## src/rtl/isa_pkg.sv

```systemverilog
package isa_pkg;

  typedef logic [31:0] data_t;
  typedef logic [4:0]  reg_idx_t;

  // low field is either imm[15:0] or {rd, shamt, 6 spare bits}
  typedef struct packed {
    logic [5:0]  opcode;
    reg_idx_t    rs;
    reg_idx_t    rt;
    logic [15:0] low;
  } instr_t;

  // 6'h00 left undefined so an all-zero word is a no-op
  typedef enum logic [5:0] {
    OP_ADD  = 6'h01,
    OP_SUB  = 6'h02,
    OP_AND  = 6'h03,
    OP_OR   = 6'h04,
    OP_XOR  = 6'h05,
    OP_SLT  = 6'h06,
    OP_SLL  = 6'h07,
    OP_ADDI = 6'h08,
    OP_ANDI = 6'h09,
    OP_ORI  = 6'h0a
  } opcode_e;

  typedef enum logic [2:0] {
    ALU_ADD,
    ALU_SUB,
    ALU_AND,
    ALU_OR,
    ALU_XOR,
    ALU_SLT,
    ALU_SLL
  } alu_op_e;

  typedef struct packed {
    alu_op_e alu_op;
    logic    alu_src;
    logic    reg_dst;
    logic    reg_write;
  } ctrl_t;

  function automatic reg_idx_t instr_rd(instr_t instr);
    return instr.low[15:11];
  endfunction

  function automatic logic [4:0] instr_shamt(instr_t instr);
    return instr.low[10:6];
  endfunction

endpackage

```

## src/rtl/pipe_pkg.sv

```systemverilog
package pipe_pkg;

  import isa_pkg::*;

  ////////////////////
  // decode -> execute
  ////////////////////

  // imm already zero-extended to a full word
  typedef struct packed {
    logic       valid;
    ctrl_t      ctrl;
    reg_idx_t   rs;
    reg_idx_t   rt;
    reg_idx_t   dest;
    data_t      op_a;
    data_t      op_b;
    data_t      imm;
    logic [4:0] shamt;
  } id_ex_t;

  ////////////////////
  // execute -> writeback
  ////////////////////

  typedef struct packed {
    logic     valid;
    logic     reg_write;
    reg_idx_t dest;
    data_t    result;
  } ex_wb_t;

  // regfile write port and core output
  typedef struct packed {
    reg_idx_t dest;
    data_t    data;
  } wb_t;

endpackage

```

## src/rtl/register_file.sv

```systemverilog
`timescale 1ns/10ps

module register_file (
  input  logic              clk,
  input  logic              rst_n,
  input  isa_pkg::reg_idx_t rd_addr_a,
  input  isa_pkg::reg_idx_t rd_addr_b,
  output isa_pkg::data_t    rd_data_a,
  output isa_pkg::data_t    rd_data_b,
  input  logic              wr_en,
  input  pipe_pkg::wb_t     wr
);

  import isa_pkg::*;

  data_t regs [32];

  // r0 hardwired, then same-cycle write bypass, then storage
  function automatic data_t read_port(reg_idx_t addr);
    if (addr == '0) begin
      return '0;
    end
    if (wr_en && (wr.dest == addr)) begin
      return wr.data;
    end
    return regs[addr];
  endfunction

  always_ff @(posedge clk) begin
    if (!rst_n) begin
      for (int i = 0; i < 32; i++) begin
        regs[i] <= '0;
      end
    end else if (wr_en) begin
      regs[wr.dest] <= wr.data;
    end
  end

  always_comb begin
    rd_data_a = read_port(rd_addr_a);
    rd_data_b = read_port(rd_addr_b);
  end

endmodule

```

## src/rtl/decode_stage.sv

```systemverilog
`timescale 1ns/10ps

module decode_stage (
  input  logic               clk,
  input  logic               rst_n,
  input  logic               instr_valid,
  input  isa_pkg::instr_t    instr,
  output isa_pkg::reg_idx_t  rd_addr_a,
  output isa_pkg::reg_idx_t  rd_addr_b,
  input  isa_pkg::data_t     rd_data_a,
  input  isa_pkg::data_t     rd_data_b,
  output pipe_pkg::id_ex_t   id_ex
);

  import isa_pkg::*;
  import pipe_pkg::*;

  ctrl_t  ctrl;
  id_ex_t id_ex_next;

  // opcode-only control decode
  function automatic ctrl_t decode_ctrl(logic [5:0] opcode);
    ctrl_t c;
    c = '{alu_op: ALU_ADD, alu_src: 1'b0, reg_dst: 1'b1, reg_write: 1'b1};
    case (opcode)
      OP_ADD:  c.alu_op = ALU_ADD;
      OP_SUB:  c.alu_op = ALU_SUB;
      OP_AND:  c.alu_op = ALU_AND;
      OP_OR:   c.alu_op = ALU_OR;
      OP_XOR:  c.alu_op = ALU_XOR;
      OP_SLT:  c.alu_op = ALU_SLT;
      OP_SLL:  c.alu_op = ALU_SLL;
      // i-type writes rt and takes the immediate as operand b
      OP_ADDI: c = '{alu_op: ALU_ADD, alu_src: 1'b1, reg_dst: 1'b0, reg_write: 1'b1};
      OP_ANDI: c = '{alu_op: ALU_AND, alu_src: 1'b1, reg_dst: 1'b0, reg_write: 1'b1};
      OP_ORI:  c = '{alu_op: ALU_OR,  alu_src: 1'b1, reg_dst: 1'b0, reg_write: 1'b1};
      default: c.reg_write = 1'b0;
    endcase
    return c;
  endfunction

  assign rd_addr_a = instr.rs;
  assign rd_addr_b = instr.rt;

  assign ctrl = decode_ctrl(instr.opcode);

  always_comb begin
    id_ex_next.valid = instr_valid;
    id_ex_next.ctrl  = ctrl;
    id_ex_next.rs    = instr.rs;
    id_ex_next.rt    = instr.rt;
    id_ex_next.dest  = ctrl.reg_dst ? instr_rd(instr) : instr.rt;
    // r0 is never written
    if (id_ex_next.dest == '0) begin
      id_ex_next.ctrl.reg_write = 1'b0;
    end
    id_ex_next.op_a  = rd_data_a;
    id_ex_next.op_b  = rd_data_b;
    id_ex_next.imm   = {16'h0000, instr.low};
    id_ex_next.shamt = instr_shamt(instr);
  end

  ////////////////////
  // id/ex register
  ////////////////////

  always_ff @(posedge clk) begin
    if (!rst_n) begin
      id_ex <= '0;
    end else begin
      id_ex <= id_ex_next;
    end
  end

endmodule

```

## src/rtl/execute_stage.sv

```systemverilog
`timescale 1ns/10ps

module execute_stage (
  input  logic             clk,
  input  logic             rst_n,
  input  pipe_pkg::id_ex_t id_ex,
  output pipe_pkg::ex_wb_t ex_wb
);

  import isa_pkg::*;
  import pipe_pkg::*;

  logic   fwd_a;
  logic   fwd_b;
  data_t  op_a;
  data_t  op_b_reg;
  data_t  op_b;
  data_t  result;
  ex_wb_t ex_wb_next;

  ////////////////////
  // forwarding
  ////////////////////

  // distance-1 bypass from our own output register
  // distance 2 is covered by the regfile write-through
  assign fwd_a = ex_wb.valid && ex_wb.reg_write && (ex_wb.dest == id_ex.rs);
  assign fwd_b = ex_wb.valid && ex_wb.reg_write && (ex_wb.dest == id_ex.rt);

  assign op_a     = fwd_a ? ex_wb.result : id_ex.op_a;
  assign op_b_reg = fwd_b ? ex_wb.result : id_ex.op_b;

  // immediate mux after the bypass
  assign op_b = id_ex.ctrl.alu_src ? id_ex.imm : op_b_reg;

  ////////////////////
  // alu
  ////////////////////

  always_comb begin
    case (id_ex.ctrl.alu_op)
      ALU_ADD: result = op_a + op_b;
      ALU_SUB: result = op_a - op_b;
      ALU_AND: result = op_a & op_b;
      ALU_OR:  result = op_a | op_b;
      ALU_XOR: result = op_a ^ op_b;
      // signed compare
      ALU_SLT: result = {31'b0, $signed(op_a) < $signed(op_b)};
      // shifts rt by shamt as in mips
      ALU_SLL: result = op_b << id_ex.shamt;
      default: result = '0;
    endcase
  end

  always_comb begin
    ex_wb_next.valid     = id_ex.valid;
    // a bubble still carries stale ctrl
    ex_wb_next.reg_write = id_ex.valid && id_ex.ctrl.reg_write;
    ex_wb_next.dest      = id_ex.dest;
    ex_wb_next.result    = result;
  end

  ////////////////////
  // ex/wb register
  ////////////////////

  always_ff @(posedge clk) begin
    if (!rst_n) begin
      ex_wb <= '0;
    end else begin
      ex_wb <= ex_wb_next;
    end
  end

endmodule

```

## src/rtl/cpu_core.sv

```systemverilog
`timescale 1ns/10ps

module cpu_core (
  input  logic            clk,
  input  logic            rst_n,
  input  logic            instr_valid,
  input  isa_pkg::instr_t instr,
  output logic            wb_valid,
  output pipe_pkg::wb_t   wb
);

  import isa_pkg::*;
  import pipe_pkg::*;

  reg_idx_t rd_addr_a;
  reg_idx_t rd_addr_b;
  data_t    rd_data_a;
  data_t    rd_data_b;
  id_ex_t   id_ex;
  ex_wb_t   ex_wb;

  // writeback is the ex/wb register itself
  assign wb_valid = ex_wb.valid && ex_wb.reg_write;
  assign wb.dest  = ex_wb.dest;
  assign wb.data  = ex_wb.result;

  decode_stage i_decode_stage (
    .clk         (clk),
    .rst_n       (rst_n),
    .instr_valid (instr_valid),
    .instr       (instr),
    .rd_addr_a   (rd_addr_a),
    .rd_addr_b   (rd_addr_b),
    .rd_data_a   (rd_data_a),
    .rd_data_b   (rd_data_b),
    .id_ex       (id_ex)
  );

  register_file i_register_file (
    .clk       (clk),
    .rst_n     (rst_n),
    .rd_addr_a (rd_addr_a),
    .rd_addr_b (rd_addr_b),
    .rd_data_a (rd_data_a),
    .rd_data_b (rd_data_b),
    .wr_en     (wb_valid),
    .wr        (wb)
  );

  execute_stage i_execute_stage (
    .clk   (clk),
    .rst_n (rst_n),
    .id_ex (id_ex),
    .ex_wb (ex_wb)
  );

endmodule

```

## config.mk

```make
export PLATFORM = sky130hd
export DESIGN_NAME = cpu_core
export DESIGN_NICKNAME = d
export VERILOG_FILES = /design/src/rtl/isa_pkg.sv /design/src/rtl/pipe_pkg.sv /design/src/rtl/register_file.sv /design/src/rtl/decode_stage.sv /design/src/rtl/execute_stage.sv /design/src/rtl/cpu_core.sv
export SDC_FILE = /design/constraint.sdc
export NUM_CORES = 2
export LEC_CHECK = 0
export BUFFER_PORTS_ARGS = -buffer_cell sky130_fd_sc_hd__buf_2
export CAP_MARGIN = 20
export CORE_ASPECT_RATIO = 0.8
export CORE_MARGIN = 1
export CORE_UTILIZATION = 38
export CTS_BUF_LIST = sky130_fd_sc_hd__clkbuf_16
export DETAILED_ROUTE_END_ITERATION = 12
export HOLD_SLACK_MARGIN = 0.02
export SLEW_MARGIN = 20
export SYNTH_ARGS = -nofsm -noshare
export SYNTH_HDL_FRONTEND = slang
export SYNTH_HIERARCHICAL = 1
export SYNTH_SLANG_ARGS = --single-unit
```

## constraint.sdc

```tcl
create_clock -name clk -period 5.1 [get_ports clk]
set_input_delay 0.51 -clock clk [delete_from_list [all_inputs] [get_ports clk]]
set_output_delay 0.51 -clock clk [all_outputs]
set_load 0.01 [all_outputs]
```

Yosys cells after proc, flatten, opt, wreduce, memory -nomap -nowiden:

Memory sizes are Yosys's and may differ from the RTL's.
Index checks and enable logic that the tools add are counted.

* register bits: 161
* latch bits: 0
* bits in writable memories: 1024
* bits in read-only memories: 0
* input bits: 35
* output and inout bits: 38
* word-level logic and storage cells: 90
* memories: 1

* $add $sub $neg: 2
* multipliers: 0
* div/mod/pow operators: 0
* $lt $le $gt $ge: 1
* eq/ne operators: 20
* shifts and indexed selects: 1
* mux-type cells: 29
* bitwise gates (word level): 4
* reduce and logical (&&, ||, !) cells: 16

Memory list
* i_register_file.regs: depth 32, bits a word 32, read ports 2, clocked after memory_dff 0, write ports 32, line register_file.sv:16 `data_t regs [32];`

Operator list (count)
* 32-bit 2-to-1 mux: 12
* 32-bit case mux with 7 select lines: 1
* 32-bit adder: 1
* 32-bit bitwise AND: 1
* 32-bit less-than comparator: 1
* 32-bit bitwise OR: 1
* 32-bit OR reduction: 1
* 32-bit by 5-bit left shift with 32-bit output: 1
* 32-bit subtractor: 1
* 32-bit bitwise XOR: 1
* 6-bit by 3-bit equality test with 1-bit output, second input constant: 4
* 5-bit equality test: 4
* 6-bit by 4-bit equality test with 1-bit output, second input constant: 3
* 3-bit case mux with 6 select lines: 1
* 5-bit zero test: 3
* 6-bit by 2-bit equality test with 1-bit output, second input constant: 2
* 1-bit 2-to-1 mux: 12
* 5-bit 2-to-1 mux: 2
* 10-bit OR reduction: 1
* 3-bit equality test, second input constant: 3
* 3-bit by 2-bit equality test with 1-bit output, second input constant: 2
* 6-bit by 1-bit equality test with 1-bit output, second input constant: 1
* 1-bit logical AND: 6
* 2-bit OR reduction: 3
* other kinds (5): 5

Longest topological paths before layout:

* word-level depth: 6
* mapped depth: 19
* depth with buffers taken out: 17

Cells and area by module:

Netlist, hierarchy kept.

Modules (own cells, without submodules)
* register_file: times used 1, cells each 3861, area an instance 55514.5 um^2, seq. area each 30749.5 um^2
* execute_stage: times used 1, cells each 1309, area an instance 9457.8 um^2, seq. area each 780.7 um^2
* decode_stage: times used 1, cells each 270, area an instance 3123.0 um^2, seq. area each 2042.0 um^2
* cpu_core: times used 1, cells each 1, area an instance 6.3 um^2, seq. area each 0.0 um^2

Worst setup path after synthesis:

Ideal clock, no wire load.

* kind: register to register
* start: reg, netlist name i_execute_stage/ex_wb[32]
* end: reg, netlist name i_execute_stage/ex_wb[30]
* library setup time: 0.062 ns
* arrival: 4.723 ns
* required time: 5.038 ns
* slack: 0.315 ns
* stages on the path, launching flop included: 17
* path buffers: 1
* clock period less this slack: 4.785 ns
* cell sequence: dfxtp_1 > xor2_1 > nor4_1 > nand2_1 > clkbuf_1 > mux2i_1 > ha_1 > fa_1 > nor3_1 > o311ai_0 > a2111oi_0 > o31ai_1 > a211oi_1 > o21ai_0 > a311o_1 > a2111o_1 > nand3_1

* cells in the longest elaborated chain, start to end: 6
* elaborated cells between the ends (all ways): 14
* classes of those cells: add/sub: 2; eq/ne: 2; shift: 1; mux: 4; bitwise: 3; reduce/logical: 2

Ends and longest elaborated chain
* 5-bit equality test: line execute_stage.sv:28 `assign fwd_b = ex_wb.valid && ex_wb.reg_write && (ex_wb.dest == id_ex.rt);`
* 1-bit logical AND: line execute_stage.sv:28
* 32-bit 2-to-1 mux: line execute_stage.sv:31 `assign op_b_reg = fwd_b ? ex_wb.result : id_ex.op_b;`
* 32-bit 2-to-1 mux: line execute_stage.sv:34 `assign op_b = id_ex.ctrl.alu_src ? id_ex.imm : op_b_reg;`
* 32-bit subtractor, or another cell as far along: line execute_stage.sv:43 `ALU_SUB: result = op_a - op_b;`
* 32-bit case mux with 7 select lines *: line execute_stage.sv:41 `case (id_ex.ctrl.alu_op)`

Every way passes the cells marked *; elsewhere a longest branch is shown, timed or not.
A chain may end at the register's enable or synchronous reset.

Final worst setup path:

* start: reg, netlist name i_execute_stage/ex_wb[35]
* end: reg, netlist name i_execute_stage/ex_wb[29]

* cells in the longest elaborated chain, start to end: 6
* elaborated cells between the ends (all ways): 14
* classes of those cells: add/sub: 2; eq/ne: 2; shift: 1; mux: 4; bitwise: 3; reduce/logical: 2

Ends and longest elaborated chain (line)
* 5-bit equality test: execute_stage.sv:28
* 1-bit logical AND: execute_stage.sv:28
* 32-bit 2-to-1 mux: execute_stage.sv:31
* 32-bit 2-to-1 mux: execute_stage.sv:34
* 32-bit subtractor, or another cell as far along: execute_stage.sv:43
* 32-bit case mux with 7 select lines *: execute_stage.sv:41

Marked as above.

==> tab_implementation.tex <==
\begin{tabular}{lr}
\hline
Metric & Value \\
\hline
\multicolumn{2}{l}{\textbf{Setup path}} \\
\quad Setup crit start kind & register \\
\quad Setup crit end kind & register \\
\quad Critical path data arrival time & roughly 5.5 ns \\
\quad Required time of the critical path & about 5.7 ns \\
\quad Maximum fanout count along the critical path & 6 \\
\quad Path type of the worst setup path & register to register \\
\multicolumn{2}{l}{\textbf{CTS}} \\
\quad Clock-pin transition on the worst setup and hold timing paths & 0.06 ns \\
\quad Clock sink count & about 1,200 \\
\quad CTS H-tree lvls & 3 \\
\quad Insertion delay to the later sink of the worst-skew pair & approximately 0.82 ns \\
\quad Deepest clock path buffer count & 3 \\
\quad Root buffer cell & sky130\_fd\_sc\_hd\_\_clkbuf\_16 \\
\quad Clock tree from TritonCTS & yes \\
\quad Number of CTS-inserted buffers & 118 \\
\multicolumn{2}{l}{\textbf{Final layout}} \\
\quad Post-route design area & around 0.076 mm\^{}2 \\
\quad Number of nets in the finished design & 5,563 \\
\quad Post-route insts no fill & 7,899 \\
\quad Layout fillers & roughly 16,000 \\
\quad Share of cells above drive strength 1 & between 20\% and 30\% \\
\quad Layout area overhead & 11.6\% \\
\multicolumn{2}{l}{\textbf{Power and ir drop}} \\
\quad Static leakage power & 28.3 nW \\
\quad Internal power & 16.9 mW \\
\quad Proportion of power drawn by the clock network & 36.2\% \\
\quad Part of the power in registers & a little under half \\
\quad Proportion of total power due to net switching & 30.0\% \\
\quad Relative contribution of combinational cells to total power & between 10\% and 20\% \\
\quad Worst-case vdd ir drop & 294 uV \\
\quad Power per unit of standard cell area & 318 mW/mm\^{}2 \\
\quad Sw Pwr & 7.24 mW \\
\multicolumn{2}{l}{\textbf{Synthesis}} \\
\quad Cells after Synth & 5,439 \\
\quad Syn. warnings & 6 \\
\quad Cell area after synthesis & 0.0681 mm\^{}2 \\
\quad Mean post-synth cell area & around 13 um\^{}2 \\
\multicolumn{2}{l}{\textbf{Drt}} \\
\quad Total Routed Length & 278,000 um \\
\quad Number of DRC markers in iteration 0 & 8,043 \\
\quad Via count normalized by instance count & 6.33 \\
\quad DRC Markers & 0 \\
\quad Routed WL per cell & 35.2 um \\
\quad Count of vias placed by the detailed router & roughly 50,000 \\
\quad Count of nets left with antenna violations after detail routing & 0 \\
\quad Number of optimization iterations in the first detailed-route pass & 8 \\
\multicolumn{2}{l}{\textbf{Placement}} \\
\quad Count of port buffers added during placement & 72 \\
\quad Half-perimeter wire length after placement & between 150,000 and 200,000 um \\
\quad Cell area after placement & just over 0.07 mm\^{}2 \\
\quad Placer's final routability congestion estimate & 1.02 \\
\quad Number of instances in the placed design & 7,658 \\
\quad Worst slack at placement & -0.0927 ns \\
\multicolumn{2}{l}{\textbf{STA}} \\
\quad Number of pins with negative max-slew slack in the final report & 0 \\
\quad Post-route fraction of the period consumed by the critical path & a little over nine tenths \\
\quad Min Tclk post-route & 4.88 ns \\
\quad Crit path setup slack, layout & 0.220 ns \\
\quad Endpoints failing hold & 0 \\
\quad Worst clock skew & 0.0882 ns \\
\quad RSZ-0062 raised after global routing & no \\
\quad Worst-Margin Slew & 1.17 ns \\
\quad Maximum frequency from static timing analysis & 205 MHz \\
\quad Number of endpoints failing setup at the final stage & 0 \\
\quad Worst slew margin relative to its limit & 22.3\% \\
\multicolumn{2}{l}{\textbf{Die}} \\
\quad Initial cell density of the core & about two fifths \\
\quad Width of the die & 475 um \\
\quad Core Footprint & 0.177 mm\^{}2 \\
\quad Std-Cell Rows & 138 \\
\quad Die extent in y & 381 um \\
\quad Total Die Area & between 0.15 and 0.2 mm\^{}2 \\
\quad I/O pin total & 73 \\
\multicolumn{2}{l}{\textbf{GRT}} \\
\quad Total congestion overflow & 0 \\
\quad Wire length of the first global-routing pass & $\sim$380,000 um \\
\quad Number of antenna violations at the first check in global routing & 20 \\
\quad Vias in the first global route & 46,500 \\
\quad Maximum number of pins on one net before global-route repair & 67 \\
\quad All-Layer GR Usage & 30.1\% \\
\multicolumn{2}{l}{\textbf{Hold path}} \\
\quad Worst hold-check path type & primary input to register \\
\multicolumn{2}{l}{\textbf{Status}} \\
\quad Run status & completed \\
\multicolumn{2}{l}{\textbf{Run}} \\
\quad Number of violations of the max-capacitance limit & 0 \\
\hline
\end{tabular}
==> flip-flops by register name (all words and copies together), names as in the netlist <==
signal / cells
i_register_file/regs: 1024
i_decode_stage/id_ex: 101
i_execute_stage/ex_wb: 39
==> stage by stage <==
stage                     setup TNS (ns)  util, %  power, mW  hold WS (ns)
after global routing                   0     42.8       24.7        0.0782
after floorplan                        0        -       13.4         0.406
final                                  0     42.8       24.2        0.0572
after global placement            -0.457     40.5       15.4         0.434
after detailed placement          -0.154     40.5       15.4         0.432
after CTS                              0     42.8       24.0        0.0227
==> critical path, cell delays in order (launching register included) <==
cell and delay, ns:
sky130_fd_sc_hd__dfxtp_1 0.37, sky130_fd_sc_hd__xor2_1 0.18, sky130_fd_sc_hd__nor4_1 0.27, sky130_fd_sc_hd__buf_4 0.17, sky130_fd_sc_hd__nand2_1 0.14, sky130_fd_sc_hd__buf_4 0.22, sky130_fd_sc_hd__mux2_2 0.30, sky130_fd_sc_hd__ha_1 0.36
sky130_fd_sc_hd__buf_4 0.16, sky130_fd_sc_hd__or4b_2 0.58, sky130_fd_sc_hd__o21ai_0 0.15, sky130_fd_sc_hd__a21oi_1 0.13, sky130_fd_sc_hd__a311oi_2 0.38, sky130_fd_sc_hd__buf_4 0.21, sky130_fd_sc_hd__nor4_1 0.06, sky130_fd_sc_hd__a21oi_1 0.15
sky130_fd_sc_hd__buf_4 0.17, sky130_fd_sc_hd__o2111ai_1 0.21, sky130_fd_sc_hd__a2111oi_2 0.35, sky130_fd_sc_hd__a31oi_1 0.12
==> timing repair <==
item                       4_1_cts  5_1_grt
pin swaps                        0        1
resized for setup                2       11
hold buffers                    22        0
setup endpoints to repair        4        7
hold endpoints to repair        24        0
buffers inserted                 0        1
==> power groups by stage <==
stage | clock [mW] | combinational (mW) | sequential [mW]
after floorplan | 0 | 2.32 | 11.1
after global placement | 0 | 4.15 | 11.2
after detailed placement | 0 | 4.15 | 11.2
after CTS | 8.79 | 4.18 | 11.0
after global routing | 9.14 | 4.44 | 11.1
final | 8.75 | 4.35 | 11.1
==> cells in the final DEF, fill, tap and decap left out, types with 26 or more instances in the layout <==
cell type and instances:
sky130_fd_sc_hd__a32o_1 34, sky130_fd_sc_hd__and2_1 1155, sky130_fd_sc_hd__inv_1 139, sky130_fd_sc_hd__nor3_1 40, sky130_fd_sc_hd__o22ai_1 58, sky130_fd_sc_hd__nor2_2 37, sky130_fd_sc_hd__o21ai_0 103, sky130_fd_sc_hd__a31oi_1 37
sky130_fd_sc_hd__mux4_2 399, sky130_fd_sc_hd__a211oi_1 56, sky130_fd_sc_hd__a21oi_1 138, sky130_fd_sc_hd__nand3_1 56, sky130_fd_sc_hd__xnor2_1 26, sky130_fd_sc_hd__a22oi_1 112, sky130_fd_sc_hd__buf_4 290, sky130_fd_sc_hd__a221o_1 38
sky130_fd_sc_hd__nor2_1 134, sky130_fd_sc_hd__nand2_1 184, sky130_fd_sc_hd__mux2i_1 380, sky130_fd_sc_hd__clkbuf_16 120, sky130_fd_sc_hd__mux2_2 35, sky130_fd_sc_hd__o21ai_4 32, sky130_fd_sc_hd__ha_1 104, sky130_fd_sc_hd__dfxtp_1 121
sky130_fd_sc_hd__buf_2 64, sky130_fd_sc_hd__edfxtp_1 1024, sky130_fd_sc_hd__o211ai_1 37, sky130_fd_sc_hd__o221ai_1 48
==> area by class of cell <==
type | instances | area, um^2 | area share, %
Antenna cell | 5 | 12.5 | 0.0165
Tap cell | 2380 | 2980 | 3.92
Sequential cell | 1164 | 33600 | 44.2
Multi-Input combinational cell | 3625 | 32000 | 42.2
Clock inverter | 93 | 772 | 1.02
Timing Repair Buffer | 402 | 3200 | 4.21
Inverter | 110 | 413 | 0.543
Clock buffer | 120 | 3000 | 3.95
==> worst paths after layout <==
kind / slack, ns / end / cells past startpoint / start
max: 0.22 / i_execute_stage/ex_wb[29] / 19 / i_execute_stage/ex_wb[35]
min: 0.06 / i_decode_stage/id_ex[121] / 3 / instr[29]
max reg2reg: 0.22 / i_execute_stage/ex_wb[29] / 19 / i_execute_stage/ex_wb[35]
min reg2reg: 0.44 / i_execute_stage/ex_wb[33] / 1 / i_decode_stage/id_ex[102]
==> routing by layer <==
layer	share of wire, %	wire length [um]	GRT usage [%]	vias to the layer above
met5	0.16	433	0	-
met4	3.8	10500	9.93	17
met3	13	37300	10.3	455
met2	41	114000	41.6	3251
met1	41	115000	43.6	25800
li1	-	-	-	20500
(Power assumes the default switching activity.)
